$ cat src/design/cachePkg.sv
package cachePkg;

  // address and data geometry
  localparam int ADDR_W   = 32;
  localparam int XLEN     = 64;

  // 64 sets of 32-byte lines
  localparam int SETS     = 64;
  localparam int INDEX_W  = 6;
  localparam int OFFSET_W = 5;
  localparam int TAG_W    = ADDR_W - INDEX_W - OFFSET_W;

  // a line is four 64-bit beats
  localparam int BEATS    = 4;
  localparam int LINE_W   = BEATS * XLEN;

  // lowest offset bit that selects a word in the line
  localparam int WORD_LSB = 3;

  // controller states
  localparam int STATE_W  = 2;
  localparam logic [STATE_W-1:0] S_IDLE    = 2'd0;
  localparam logic [STATE_W-1:0] S_COMPARE = 2'd1;
  localparam logic [STATE_W-1:0] S_REFILL  = 2'd2;
  localparam logic [STATE_W-1:0] S_RESPOND = 2'd3;

  // request address split into cache fields
  typedef struct packed {
    logic [TAG_W-1:0]    tag;
    logic [INDEX_W-1:0]  index;
    logic [OFFSET_W-1:0] offset;
  } cacheFieldsT;

  // same word seen raw or decoded
  typedef union packed {
    logic [ADDR_W-1:0] raw;
    cacheFieldsT       f;
  } cacheAddrT;

endpackage

$ cat src/design/wayIf.sv
interface wayIf import cachePkg::*; ();

  // index and tag serve both lookups and fills
  logic                lookupEn;
  logic [INDEX_W-1:0]  index;
  logic [TAG_W-1:0]    tag;

  // line write after a refill
  logic                fillEn;
  logic [LINE_W-1:0]   fillLine;

  // lookup results, one cycle after lookupEn
  logic                hit;
  logic                lineValid;
  logic [LINE_W-1:0]   rdLine;

  modport ctrl (
    output lookupEn, index, tag, fillEn, fillLine,
    input  hit, lineValid, rdLine
  );

  modport way (
    input  lookupEn, index, tag, fillEn, fillLine,
    output hit, lineValid, rdLine
  );

endinterface

$ cat src/design/lineFill.sv
module lineFill import cachePkg::*; (
  input  logic              clk,
  input  logic              rst_n,
  input  logic              start_i,
  input  cacheAddrT         lineAddr_i,
  input  logic              rdValid_i,
  input  logic              rdLast_i,
  input  logic [XLEN-1:0]   rdData_i,
  output logic              cacheRdValid_o,
  output logic [ADDR_W-1:0] cacheAddr_o,
  output logic              done_o,
  output logic [LINE_W-1:0] line_o
);

  logic [$clog2(BEATS)-1:0] beatCnt;
  logic                     beatTaken;
  logic                     lastBeat;

  // beats only count while the read is outstanding
  assign beatTaken = cacheRdValid_o && rdValid_i;
  // fourth beat ends the burst even without rdLast
  assign lastBeat  = rdLast_i || (beatCnt == BEATS - 1);

  // read request, beat count and completion pulse
  always_ff @(posedge clk or negedge rst_n) begin
    if (!rst_n) begin
      cacheRdValid_o <= 1'b0;
      done_o         <= 1'b0;
      beatCnt        <= '0;
    end else begin
      done_o <= 1'b0;
      if (start_i) begin
        cacheRdValid_o <= 1'b1;
        beatCnt        <= '0;
      end else if (beatTaken) begin
        beatCnt <= beatCnt + 1'b1;
        if (lastBeat) begin
          cacheRdValid_o <= 1'b0;
          done_o         <= 1'b1;
        end
      end
    end
  end

  // line-aligned address held for the whole burst
  always_ff @(posedge clk) begin
    if (start_i) begin
      cacheAddr_o <= {lineAddr_i.f.tag, lineAddr_i.f.index, {OFFSET_W{1'b0}}};
    end
  end

  // shift right so beat 0 lands in bits 63:0
  always_ff @(posedge clk) begin
    if (beatTaken) begin
      line_o <= {rdData_i, line_o[LINE_W-1:XLEN]};
    end
  end

endmodule

$ cat src/design/cacheCtrl.sv
module cacheCtrl import cachePkg::*; (
  input  logic              clk,
  input  logic              rst_n,
  // pipeline side
  input  logic              valid_i,
  input  logic [ADDR_W-1:0] addr_i,
  output logic              addrOk_o,
  output logic              dataOk_o,
  output logic [XLEN-1:0]   rdData_o,
  // way lookups
  wayIf.ctrl                way0,
  wayIf.ctrl                way1,
  // memory side
  output logic              cacheRdValid_o,
  output logic [ADDR_W-1:0] cacheAddr_o,
  input  logic              rdValid_i,
  input  logic              rdLast_i,
  input  logic [XLEN-1:0]   rdData_i
);

  logic [STATE_W-1:0] state;
  logic [STATE_W-1:0] nextState;
  logic               idleEn;
  logic               compareEn;
  logic               refillEn;
  logic               cacheHit;
  logic               missStart;
  logic               fillDone;
  logic               fillWrite;
  cacheAddrT          inAddr;
  cacheAddrT          req;
  logic [SETS-1:0]    lru;
  logic               victimSel;
  logic               victim;
  logic [LINE_W-1:0]  hitLine;
  logic [LINE_W-1:0]  fillLine;
  logic [OFFSET_W-WORD_LSB-1:0] wordSel;

  function automatic logic [XLEN-1:0] pickWord(input logic [LINE_W-1:0] line,
                                               input logic [OFFSET_W-WORD_LSB-1:0] sel);
    return line[sel*XLEN +: XLEN];
  endfunction

  assign idleEn    = (state == S_IDLE);
  assign compareEn = (state == S_COMPARE);
  assign refillEn  = (state == S_REFILL);

  assign cacheHit  = way0.hit || way1.hit;
  assign missStart = compareEn && !cacheHit;
  assign fillWrite = refillEn && fillDone;

  // take a request when idle or behind a hit
  assign addrOk_o  = valid_i && (idleEn || (compareEn && cacheHit));

  assign inAddr.raw = addr_i;

  always_ff @(posedge clk or negedge rst_n) begin
    if (!rst_n) begin
      state <= S_IDLE;
    end else begin
      state <= nextState;
    end
  end

  always_comb begin
    nextState = state;
    case (state)
      S_IDLE:    if (valid_i) nextState = S_COMPARE;
      S_COMPARE: begin
        if (!cacheHit) begin
          nextState = S_REFILL;
        end else if (!valid_i) begin
          nextState = S_IDLE;
        end
      end
      S_REFILL:  if (fillDone) nextState = S_RESPOND;
      default:   nextState = S_IDLE;
    endcase
  end

  // request latched as a raw word
  always_ff @(posedge clk) begin
    if (addrOk_o) begin
      req.raw <= addr_i;
    end
  end

  // lookups come from the incoming address, fills from the latched one
  assign way0.lookupEn = addrOk_o;
  assign way1.lookupEn = addrOk_o;
  assign way0.index    = refillEn ? req.f.index : inAddr.f.index;
  assign way1.index    = refillEn ? req.f.index : inAddr.f.index;
  assign way0.tag      = refillEn ? req.f.tag : inAddr.f.tag;
  assign way1.tag      = refillEn ? req.f.tag : inAddr.f.tag;
  assign way0.fillEn   = fillWrite && !victim;
  assign way1.fillEn   = fillWrite && victim;
  assign way0.fillLine = fillLine;
  assign way1.fillLine = fillLine;

  // first invalid way wins, else the LRU pointer
  always_comb begin
    if (!way0.lineValid) begin
      victimSel = 1'b0;
    end else if (!way1.lineValid) begin
      victimSel = 1'b1;
    end else begin
      victimSel = lru[req.f.index];
    end
  end

  // LRU points at the way to replace next
  always_ff @(posedge clk or negedge rst_n) begin
    if (!rst_n) begin
      lru    <= '0;
      victim <= 1'b0;
    end else begin
      if (compareEn && cacheHit) begin
        lru[req.f.index] <= way0.hit;
      end
      if (missStart) begin
        victim <= victimSel;
      end
      if (fillWrite) begin
        lru[req.f.index] <= !victim;
      end
    end
  end

  lineFill lineFill_i (
    .clk            (clk),
    .rst_n          (rst_n),
    .start_i        (missStart),
    .lineAddr_i     (req),
    .rdValid_i      (rdValid_i),
    .rdLast_i       (rdLast_i),
    .rdData_i       (rdData_i),
    .cacheRdValid_o (cacheRdValid_o),
    .cacheAddr_o    (cacheAddr_o),
    .done_o         (fillDone),
    .line_o         (fillLine)
  );

  // word select from the hitting way
  assign hitLine = way0.hit ? way0.rdLine : way1.rdLine;
  assign wordSel = req.f.offset[OFFSET_W-1:WORD_LSB];

  always_ff @(posedge clk or negedge rst_n) begin
    if (!rst_n) begin
      dataOk_o <= 1'b0;
    end else begin
      dataOk_o <= (compareEn && cacheHit) || fillWrite;
    end
  end

  always_ff @(posedge clk) begin
    if (compareEn && cacheHit) begin
      rdData_o <= pickWord(hitLine, wordSel);
    end else if (fillWrite) begin
      rdData_o <= pickWord(fillLine, wordSel);
    end
  end

endmodule

$ cat src/flat_wrapper.sv
// flat-port wrapper written by rule: the top's interface ports become plain ports
module cacheCtrl_flat import cachePkg::*;
  (clk, rst_n, valid_i, addr_i, addrOk_o, dataOk_o, rdData_o, cacheRdValid_o, cacheAddr_o, rdValid_i, rdLast_i, rdData_i, way0_lookupEn, way0_index, way0_tag, way0_fillEn, way0_fillLine, way0_hit, way0_lineValid, way0_rdLine, way1_lookupEn, way1_index, way1_tag, way1_fillEn, way1_fillLine, way1_hit, way1_lineValid, way1_rdLine);
  wayIf way0_i ();
  wayIf way1_i ();
  input  logic clk;
  input  logic rst_n;
  input  logic valid_i;
  input  logic [ADDR_W-1:0] addr_i;
  output logic addrOk_o;
  output logic dataOk_o;
  output logic [XLEN-1:0] rdData_o;
  output logic cacheRdValid_o;
  output logic [ADDR_W-1:0] cacheAddr_o;
  input  logic rdValid_i;
  input  logic rdLast_i;
  input  logic [XLEN-1:0] rdData_i;
  output wire logic [$bits(way0_i.lookupEn)-1:0] way0_lookupEn;
  output wire logic [$bits(way0_i.index)-1:0] way0_index;
  output wire logic [$bits(way0_i.tag)-1:0] way0_tag;
  output wire logic [$bits(way0_i.fillEn)-1:0] way0_fillEn;
  output wire logic [$bits(way0_i.fillLine)-1:0] way0_fillLine;
  input wire logic [$bits(way0_i.hit)-1:0] way0_hit;
  input wire logic [$bits(way0_i.lineValid)-1:0] way0_lineValid;
  input wire logic [$bits(way0_i.rdLine)-1:0] way0_rdLine;
  output wire logic [$bits(way1_i.lookupEn)-1:0] way1_lookupEn;
  output wire logic [$bits(way1_i.index)-1:0] way1_index;
  output wire logic [$bits(way1_i.tag)-1:0] way1_tag;
  output wire logic [$bits(way1_i.fillEn)-1:0] way1_fillEn;
  output wire logic [$bits(way1_i.fillLine)-1:0] way1_fillLine;
  input wire logic [$bits(way1_i.hit)-1:0] way1_hit;
  input wire logic [$bits(way1_i.lineValid)-1:0] way1_lineValid;
  input wire logic [$bits(way1_i.rdLine)-1:0] way1_rdLine;
  assign way0_lookupEn = way0_i.lookupEn;
  assign way0_index = way0_i.index;
  assign way0_tag = way0_i.tag;
  assign way0_fillEn = way0_i.fillEn;
  assign way0_fillLine = way0_i.fillLine;
  assign way0_i.hit = way0_hit;
  assign way0_i.lineValid = way0_lineValid;
  assign way0_i.rdLine = way0_rdLine;
  assign way1_lookupEn = way1_i.lookupEn;
  assign way1_index = way1_i.index;
  assign way1_tag = way1_i.tag;
  assign way1_fillEn = way1_i.fillEn;
  assign way1_fillLine = way1_i.fillLine;
  assign way1_i.hit = way1_hit;
  assign way1_i.lineValid = way1_lineValid;
  assign way1_i.rdLine = way1_rdLine;
  cacheCtrl u_core (.clk(clk), .rst_n(rst_n), .valid_i(valid_i), .addr_i(addr_i), .addrOk_o(addrOk_o), .dataOk_o(dataOk_o), .rdData_o(rdData_o), .way0(way0_i), .way1(way1_i), .cacheRdValid_o(cacheRdValid_o), .cacheAddr_o(cacheAddr_o), .rdValid_i(rdValid_i), .rdLast_i(rdLast_i), .rdData_i(rdData_i));
endmodule
$ cat config.mk
export PLATFORM = sky130hd
export DESIGN_NAME = cacheCtrl_flat
export DESIGN_NICKNAME = d
export VERILOG_FILES = /design/src/design/cachePkg.sv /design/src/design/wayIf.sv /design/src/design/lineFill.sv /design/src/design/cacheCtrl.sv /design/src/flat_wrapper.sv
export SDC_FILE = /design/constraint.sdc
export NUM_CORES = 1
export LEC_CHECK = 0
export BUFFER_PORTS_ARGS = -buffer_cell sky130_fd_sc_hd__buf_2
export CAP_MARGIN = 20
export CORE_AREA = 2 2 504 506
export DETAILED_ROUTE_END_ITERATION = 16
export DIE_AREA = 0 0 506 508
export PLACE_DENSITY = 0.3
export REMOVE_ABC_BUFFERS = 1
export SYNTH_ARGS = -nofsm -noshare
export SYNTH_HDL_FRONTEND = slang
export SYNTH_HIERARCHICAL = 1
export SYNTH_SLANG_ARGS = --single-unit
$ cat constraint.sdc
create_clock -name clk -period 3.56 [get_ports clk]
set_clock_uncertainty 0.05 [all_clocks]
set_input_delay 0.178 -clock clk [delete_from_list [all_inputs] [get_ports clk]]
set_output_delay 0.178 -clock clk [all_outputs]
set_load 0.02 [all_outputs]
==> report_table.html <==
<table>
<tr><th>Metric</th><th>Value</th></tr>
<tr><th colspan="2">Drt</th></tr>
<tr><td>Drt pass-1 iters</td><td>5</td></tr>
<tr><td>Number of remaining DRC errors</td><td>0</td></tr>
<tr><td>Residual antenna-violating net count after detailed routing</td><td>0</td></tr>
<tr><td>Vias after detailed routing</td><td>20,500</td></tr>
<tr><td>Routed wire length</td><td>202,000 um</td></tr>
<tr><td>Iter 0 DRT Violations</td><td>1,810</td></tr>
<tr><td>Routed wire length per instance</td><td>32.4 um</td></tr>
<tr><td>Per-cell via count in the routed design</td><td>3.30</td></tr>
<tr><th colspan="2">Critical path</th></tr>
<tr><td>Critical path's slowest cell</td><td>sky130_fd_sc_hd__dlygate4sd3_1</td></tr>
<tr><td>Cells along the critical path</td><td>buf_12, buf_4, mux4_2, dlygate4sd3_1, mux4_2, dlygate4sd3_1</td></tr>
<tr><td>Reg-to-Reg End</td><td>u_core/rdData_o[41]$_DFFE_PP_</td></tr>
<tr><td>Depth of the most critical reg-to-reg path</td><td>6</td></tr>
<tr><td>Combined buffer and inverter count along the critical path</td><td>4</td></tr>
<tr><td>Critical path origin</td><td>u_core/req[3]$_DFFE_PP_</td></tr>
<tr><td>Element type at the critical path end</td><td>flip-flop</td></tr>
<tr><td>Worst R2R Start</td><td>u_core/req[3]$_DFFE_PP_</td></tr>
<tr><td>Startpoint type of the worst setup path</td><td>flip-flop</td></tr>
<tr><td>Required time worst endpoint</td><td>3.95 ns</td></tr>
<tr><td>Arrival @ worst endpoint</td><td>3.84 ns</td></tr>
<tr><td>Worst Path Max Fanout</td><td>34</td></tr>
<tr><td>Path type of the worst setup path</td><td>flip-flop to flip-flop</td></tr>
<tr><td>Biggest cell delay along the critical path</td><td>0.57 ns</td></tr>
<tr><td>Worst setup endpoint</td><td>u_core/rdData_o[41]$_DFFE_PP_</td></tr>
<tr><td>Critical path's top delay family</td><td>buffers and inverters</td></tr>
<tr><td>Internal reg-to-reg setup slack</td><td>0.11 ns</td></tr>
<tr><td>CP Depth</td><td>6</td></tr>
<tr><th colspan="2">Job</th></tr>
<tr><td>Max Cap Violations</td><td>0</td></tr>
<tr><th colspan="2">Pwr</th></tr>
<tr><td>Tot Pwr</td><td>24.7 mW</td></tr>
<tr><td>Relative contribution of the clock network to total power</td><td>0.306</td></tr>
<tr><td>Power share of the sequential group</td><td>0.344</td></tr>
<tr><td>Total power divided by cell area</td><td>665 nW/um^2</td></tr>
<tr><td>Logic pwr share</td><td>0.349</td></tr>
<tr><td>Proportion of total power due to net switching</td><td>0.387</td></tr>
<tr><td>Static leakage power</td><td>14.6 nW</td></tr>
<tr><td>Worst ir drop on vdd</td><td>0.000366 V</td></tr>
<tr><td>Design internal power</td><td>15.1 mW</td></tr>
<tr><td>Reported net switching power</td><td>9.55 mW</td></tr>
<tr><th colspan="2">Global route</th></tr>
<tr><td>Wire length of the first global-routing pass</td><td>246,000 um</td></tr>
<tr><td>Overall fraction of global-route tracks in use</td><td>0.151</td></tr>
<tr><td>Initial antenna violation count</td><td>171</td></tr>
<tr><td>GRT overflow</td><td>0</td></tr>
<tr><td>Pin count of the biggest net entering global routing</td><td>78</td></tr>
<tr><td>Number of global-route vias before repair</td><td>19,800</td></tr>
<tr><th colspan="2">Clocking</th></tr>
<tr><td># resized after CTS</td><td>0</td></tr>
<tr><td>Buffer type at the clock tree root</td><td>sky130_fd_sc_hd__clkbuf_16</td></tr>
<tr><td>Cts hold-fix bufs</td><td>229</td></tr>
<tr><td>Post-CTS Setup Bufs</td><td>0</td></tr>
<tr><td>Insertion delay of the later-clocked pin in the worst-skew pair</td><td>0.68 ns</td></tr>
<tr><td>Clock sink count</td><td>448</td></tr>
<tr><td>CTS max path bufs</td><td>3</td></tr>
<tr><td>Total clock buffers created by CTS</td><td>71</td></tr>
<tr><td>Clock tree from TritonCTS</td><td>built</td></tr>
<tr><td>H-tree level count</td><td>3</td></tr>
<tr><td>Clock slew at reported path FFs</td><td>0.06 ns</td></tr>
<tr><th colspan="2">Finish</th></tr>
<tr><td>Fillcell total</td><td>28,400</td></tr>
<tr><td>Layout net count</td><td>3,391</td></tr>
<tr><td>Commonest non-fill, non-tap cells in the layout</td><td>1,275 x sky130_fd_sc_hd__buf_2, 376 x sky130_fd_sc_hd__edfxtp_1, 229 x sky130_fd_sc_hd__dlygate4sd3_1</td></tr>
<tr><td>Area Overhead vs Synth</td><td>58.5%</td></tr>
<tr><td>Ratio of cells with drive above 1 in the final layout</td><td>0.637</td></tr>
<tr><td>Post-Layout Cell Count</td><td>6,229</td></tr>
<tr><td>Most common cell after layout, fill and taps aside</td><td>sky130_fd_sc_hd__buf_2</td></tr>
<tr><th colspan="2">Floorplanning</th></tr>
<tr><td>Floorplan row count</td><td>185</td></tr>
<tr><td>Horiz. Die Dim</td><td>506 um</td></tr>
<tr><td>Starting density of the core</td><td>0.0926</td></tr>
<tr><td>Chip Height</td><td>508 um</td></tr>
<tr><td>Ports placed on the boundary</td><td>1,286</td></tr>
<tr><td>Area enclosed by the die boundary</td><td>257,000 um^2</td></tr>
<tr><td>Core footprint</td><td>252,000 um^2</td></tr>
<tr><th colspan="2">Synth</th></tr>
<tr><td>YS warnings</td><td>6</td></tr>
<tr><td>Post-Synthesis Cells</td><td>1,488</td></tr>
<tr><td>Post-Synthesis Cell Area</td><td>23,400 um^2</td></tr>
<tr><td>Average size of a mapped cell</td><td>15.7 um^2</td></tr>
<tr><th colspan="2">STA</th></tr>
<tr><td>Time the worst path needs with I/O delays and setup</td><td>3.45 ns</td></tr>
<tr><td>Highest clock frequency the design can meet</td><td>290 MHz</td></tr>
<tr><td>Post-route fraction of the period consumed by the critical path</td><td>0.968</td></tr>
<tr><td>Slew @ Worst Pin</td><td>0.969 ns</td></tr>
<tr><td>Unrepaired setup endpoints after global routing</td><td>no</td></tr>
<tr><td>Final Max Slew Viols</td><td>0</td></tr>
<tr><td>Slew HR</td><td>0.354</td></tr>
<tr><td>Final number of setup-violating endpoints</td><td>0</td></tr>
<tr><td>Count of endpoints failing hold in the final timing report</td><td>0</td></tr>
<tr><th colspan="2">Place</th></tr>
<tr><td>Quantity of I/O buffers inserted on ports</td><td>1,277</td></tr>
<tr><td>RD Place Congestion</td><td>0.930</td></tr>
<tr><td>HPWL after DPL</td><td>173,000 um</td></tr>
<tr><td>Placed insts</td><td>5,837</td></tr>
<tr><th colspan="2">Min path</th></tr>
<tr><td>Class of the tightest hold or removal check</td><td>input pin to flip-flop</td></tr>
<tr><td>Startpoint of the lowest-slack hold path</td><td>way1_rdLine[246]</td></tr>
<tr><th colspan="2">Run status</th></tr>
<tr><td>Outcome</td><td>complete, no violations</td></tr>
</table>
per-layer routing:
| layer | wire length [um] | track usage | vias to the layer above |
|---|---|---|---|
| met5 | 705 | 0 | - |
| met4 | 5020 | 0.0369 | 112 |
| met3 | 24700 | 0.0778 | 386 |
| met2 | 99700 | 0.259 | 1427 |
| met1 | 71900 | 0.162 | 10400 |
| li1 | - | - | 8174 |
sequential cells by signal, indices dropped and copies added, names as in the netlist:
register                          count
u_core/req                           29
u_core/lineFill_i/cacheRdValid_o      1
u_core/rdData_o                      64
u_core/lineFill_i/beatCnt             2
u_core/lineFill_i/done_o              1
u_core/lru                           64
u_core/dataOk_o                       1
u_core/lineFill_i/line_o            256
u_core/lineFill_i/cacheAddr_o        27
u_core/victim                         1
u_core/state                          2
layout make-up:
class                      instances  area (um^2)  area share
antenna                           33         82.6     0.00223
clock buffer                      89         1910      0.0515
clock inverter                    41          513      0.0138
inverter                           4         15.0    0.000405
multi-input combinational        668         7760       0.209
sequential                       448        13100       0.353
tap                             3366         4210       0.114
timing repair buffer            1580         9460       0.255
worst reg2reg max path: stages (launching register included):
cell	delay, ns
sky130_fd_sc_hd__edfxtp_1	0.44
sky130_fd_sc_hd__buf_12	0.25
sky130_fd_sc_hd__buf_4	0.49
sky130_fd_sc_hd__mux4_2	0.38
sky130_fd_sc_hd__dlygate4sd3_1	0.57
sky130_fd_sc_hd__mux4_2	0.46
sky130_fd_sc_hd__dlygate4sd3_1	0.57
power by group through the flow:
stage          clock network, mW  registers, mW  logic, mW
2_1_floorplan                  0           9.54       3.05
3_3_place_gp                   0           8.63       8.26
3_5_place_dp                   0           8.63       8.26
4_1_cts                     7.88           8.54       8.80
5_1_grt                     8.02           8.60       9.11
6_report                    7.55           8.49       8.61
worst min path at each step:
stage / to / slack, ns / cells past startpoint
floorplan: u_core/dataOk_o$_DFF_PN0_ / -0.17 / 0
global placement: u_core/lineFill_i/line_o[199]$_DFFE_PP_ / 0.31 / 1
detailed placement: u_core/lineFill_i/line_o[218]$_DFFE_PP_ / 0.31 / 1
CTS: u_core/rdData_o[9]$_DFFE_PP_ / 0.0006 / 3
global route: u_core/rdData_o[54]$_DFFE_PP_ / 0.03 / 3
finish: u_core/rdData_o[54]$_DFFE_PP_ / 0.08 / 3
per-stage QoR:
stage / TNS, ns / setup WS (ns) / hold WS [ns] / cell area [um^2] / utilization
3_5_place_dp: 0 / 0.957 / 0.306 / 32300 / 0.128
4_1_cts: 0 / 0.167 / 0.000643 / 37000 / 0.147
2_1_floorplan: -625.30 / -5.83 / -0.168 / 20800 / -
3_3_place_gp: 0 / 0.949 / 0.307 / 32300 / 0.128
6_report: 0 / 0.113 / 0.0846 / 37000 / 0.147
5_1_grt: 0 / 0.0185 / 0.0345 / 37000 / 0.147
No activity file was read; power rests on OpenSTA's default activity.
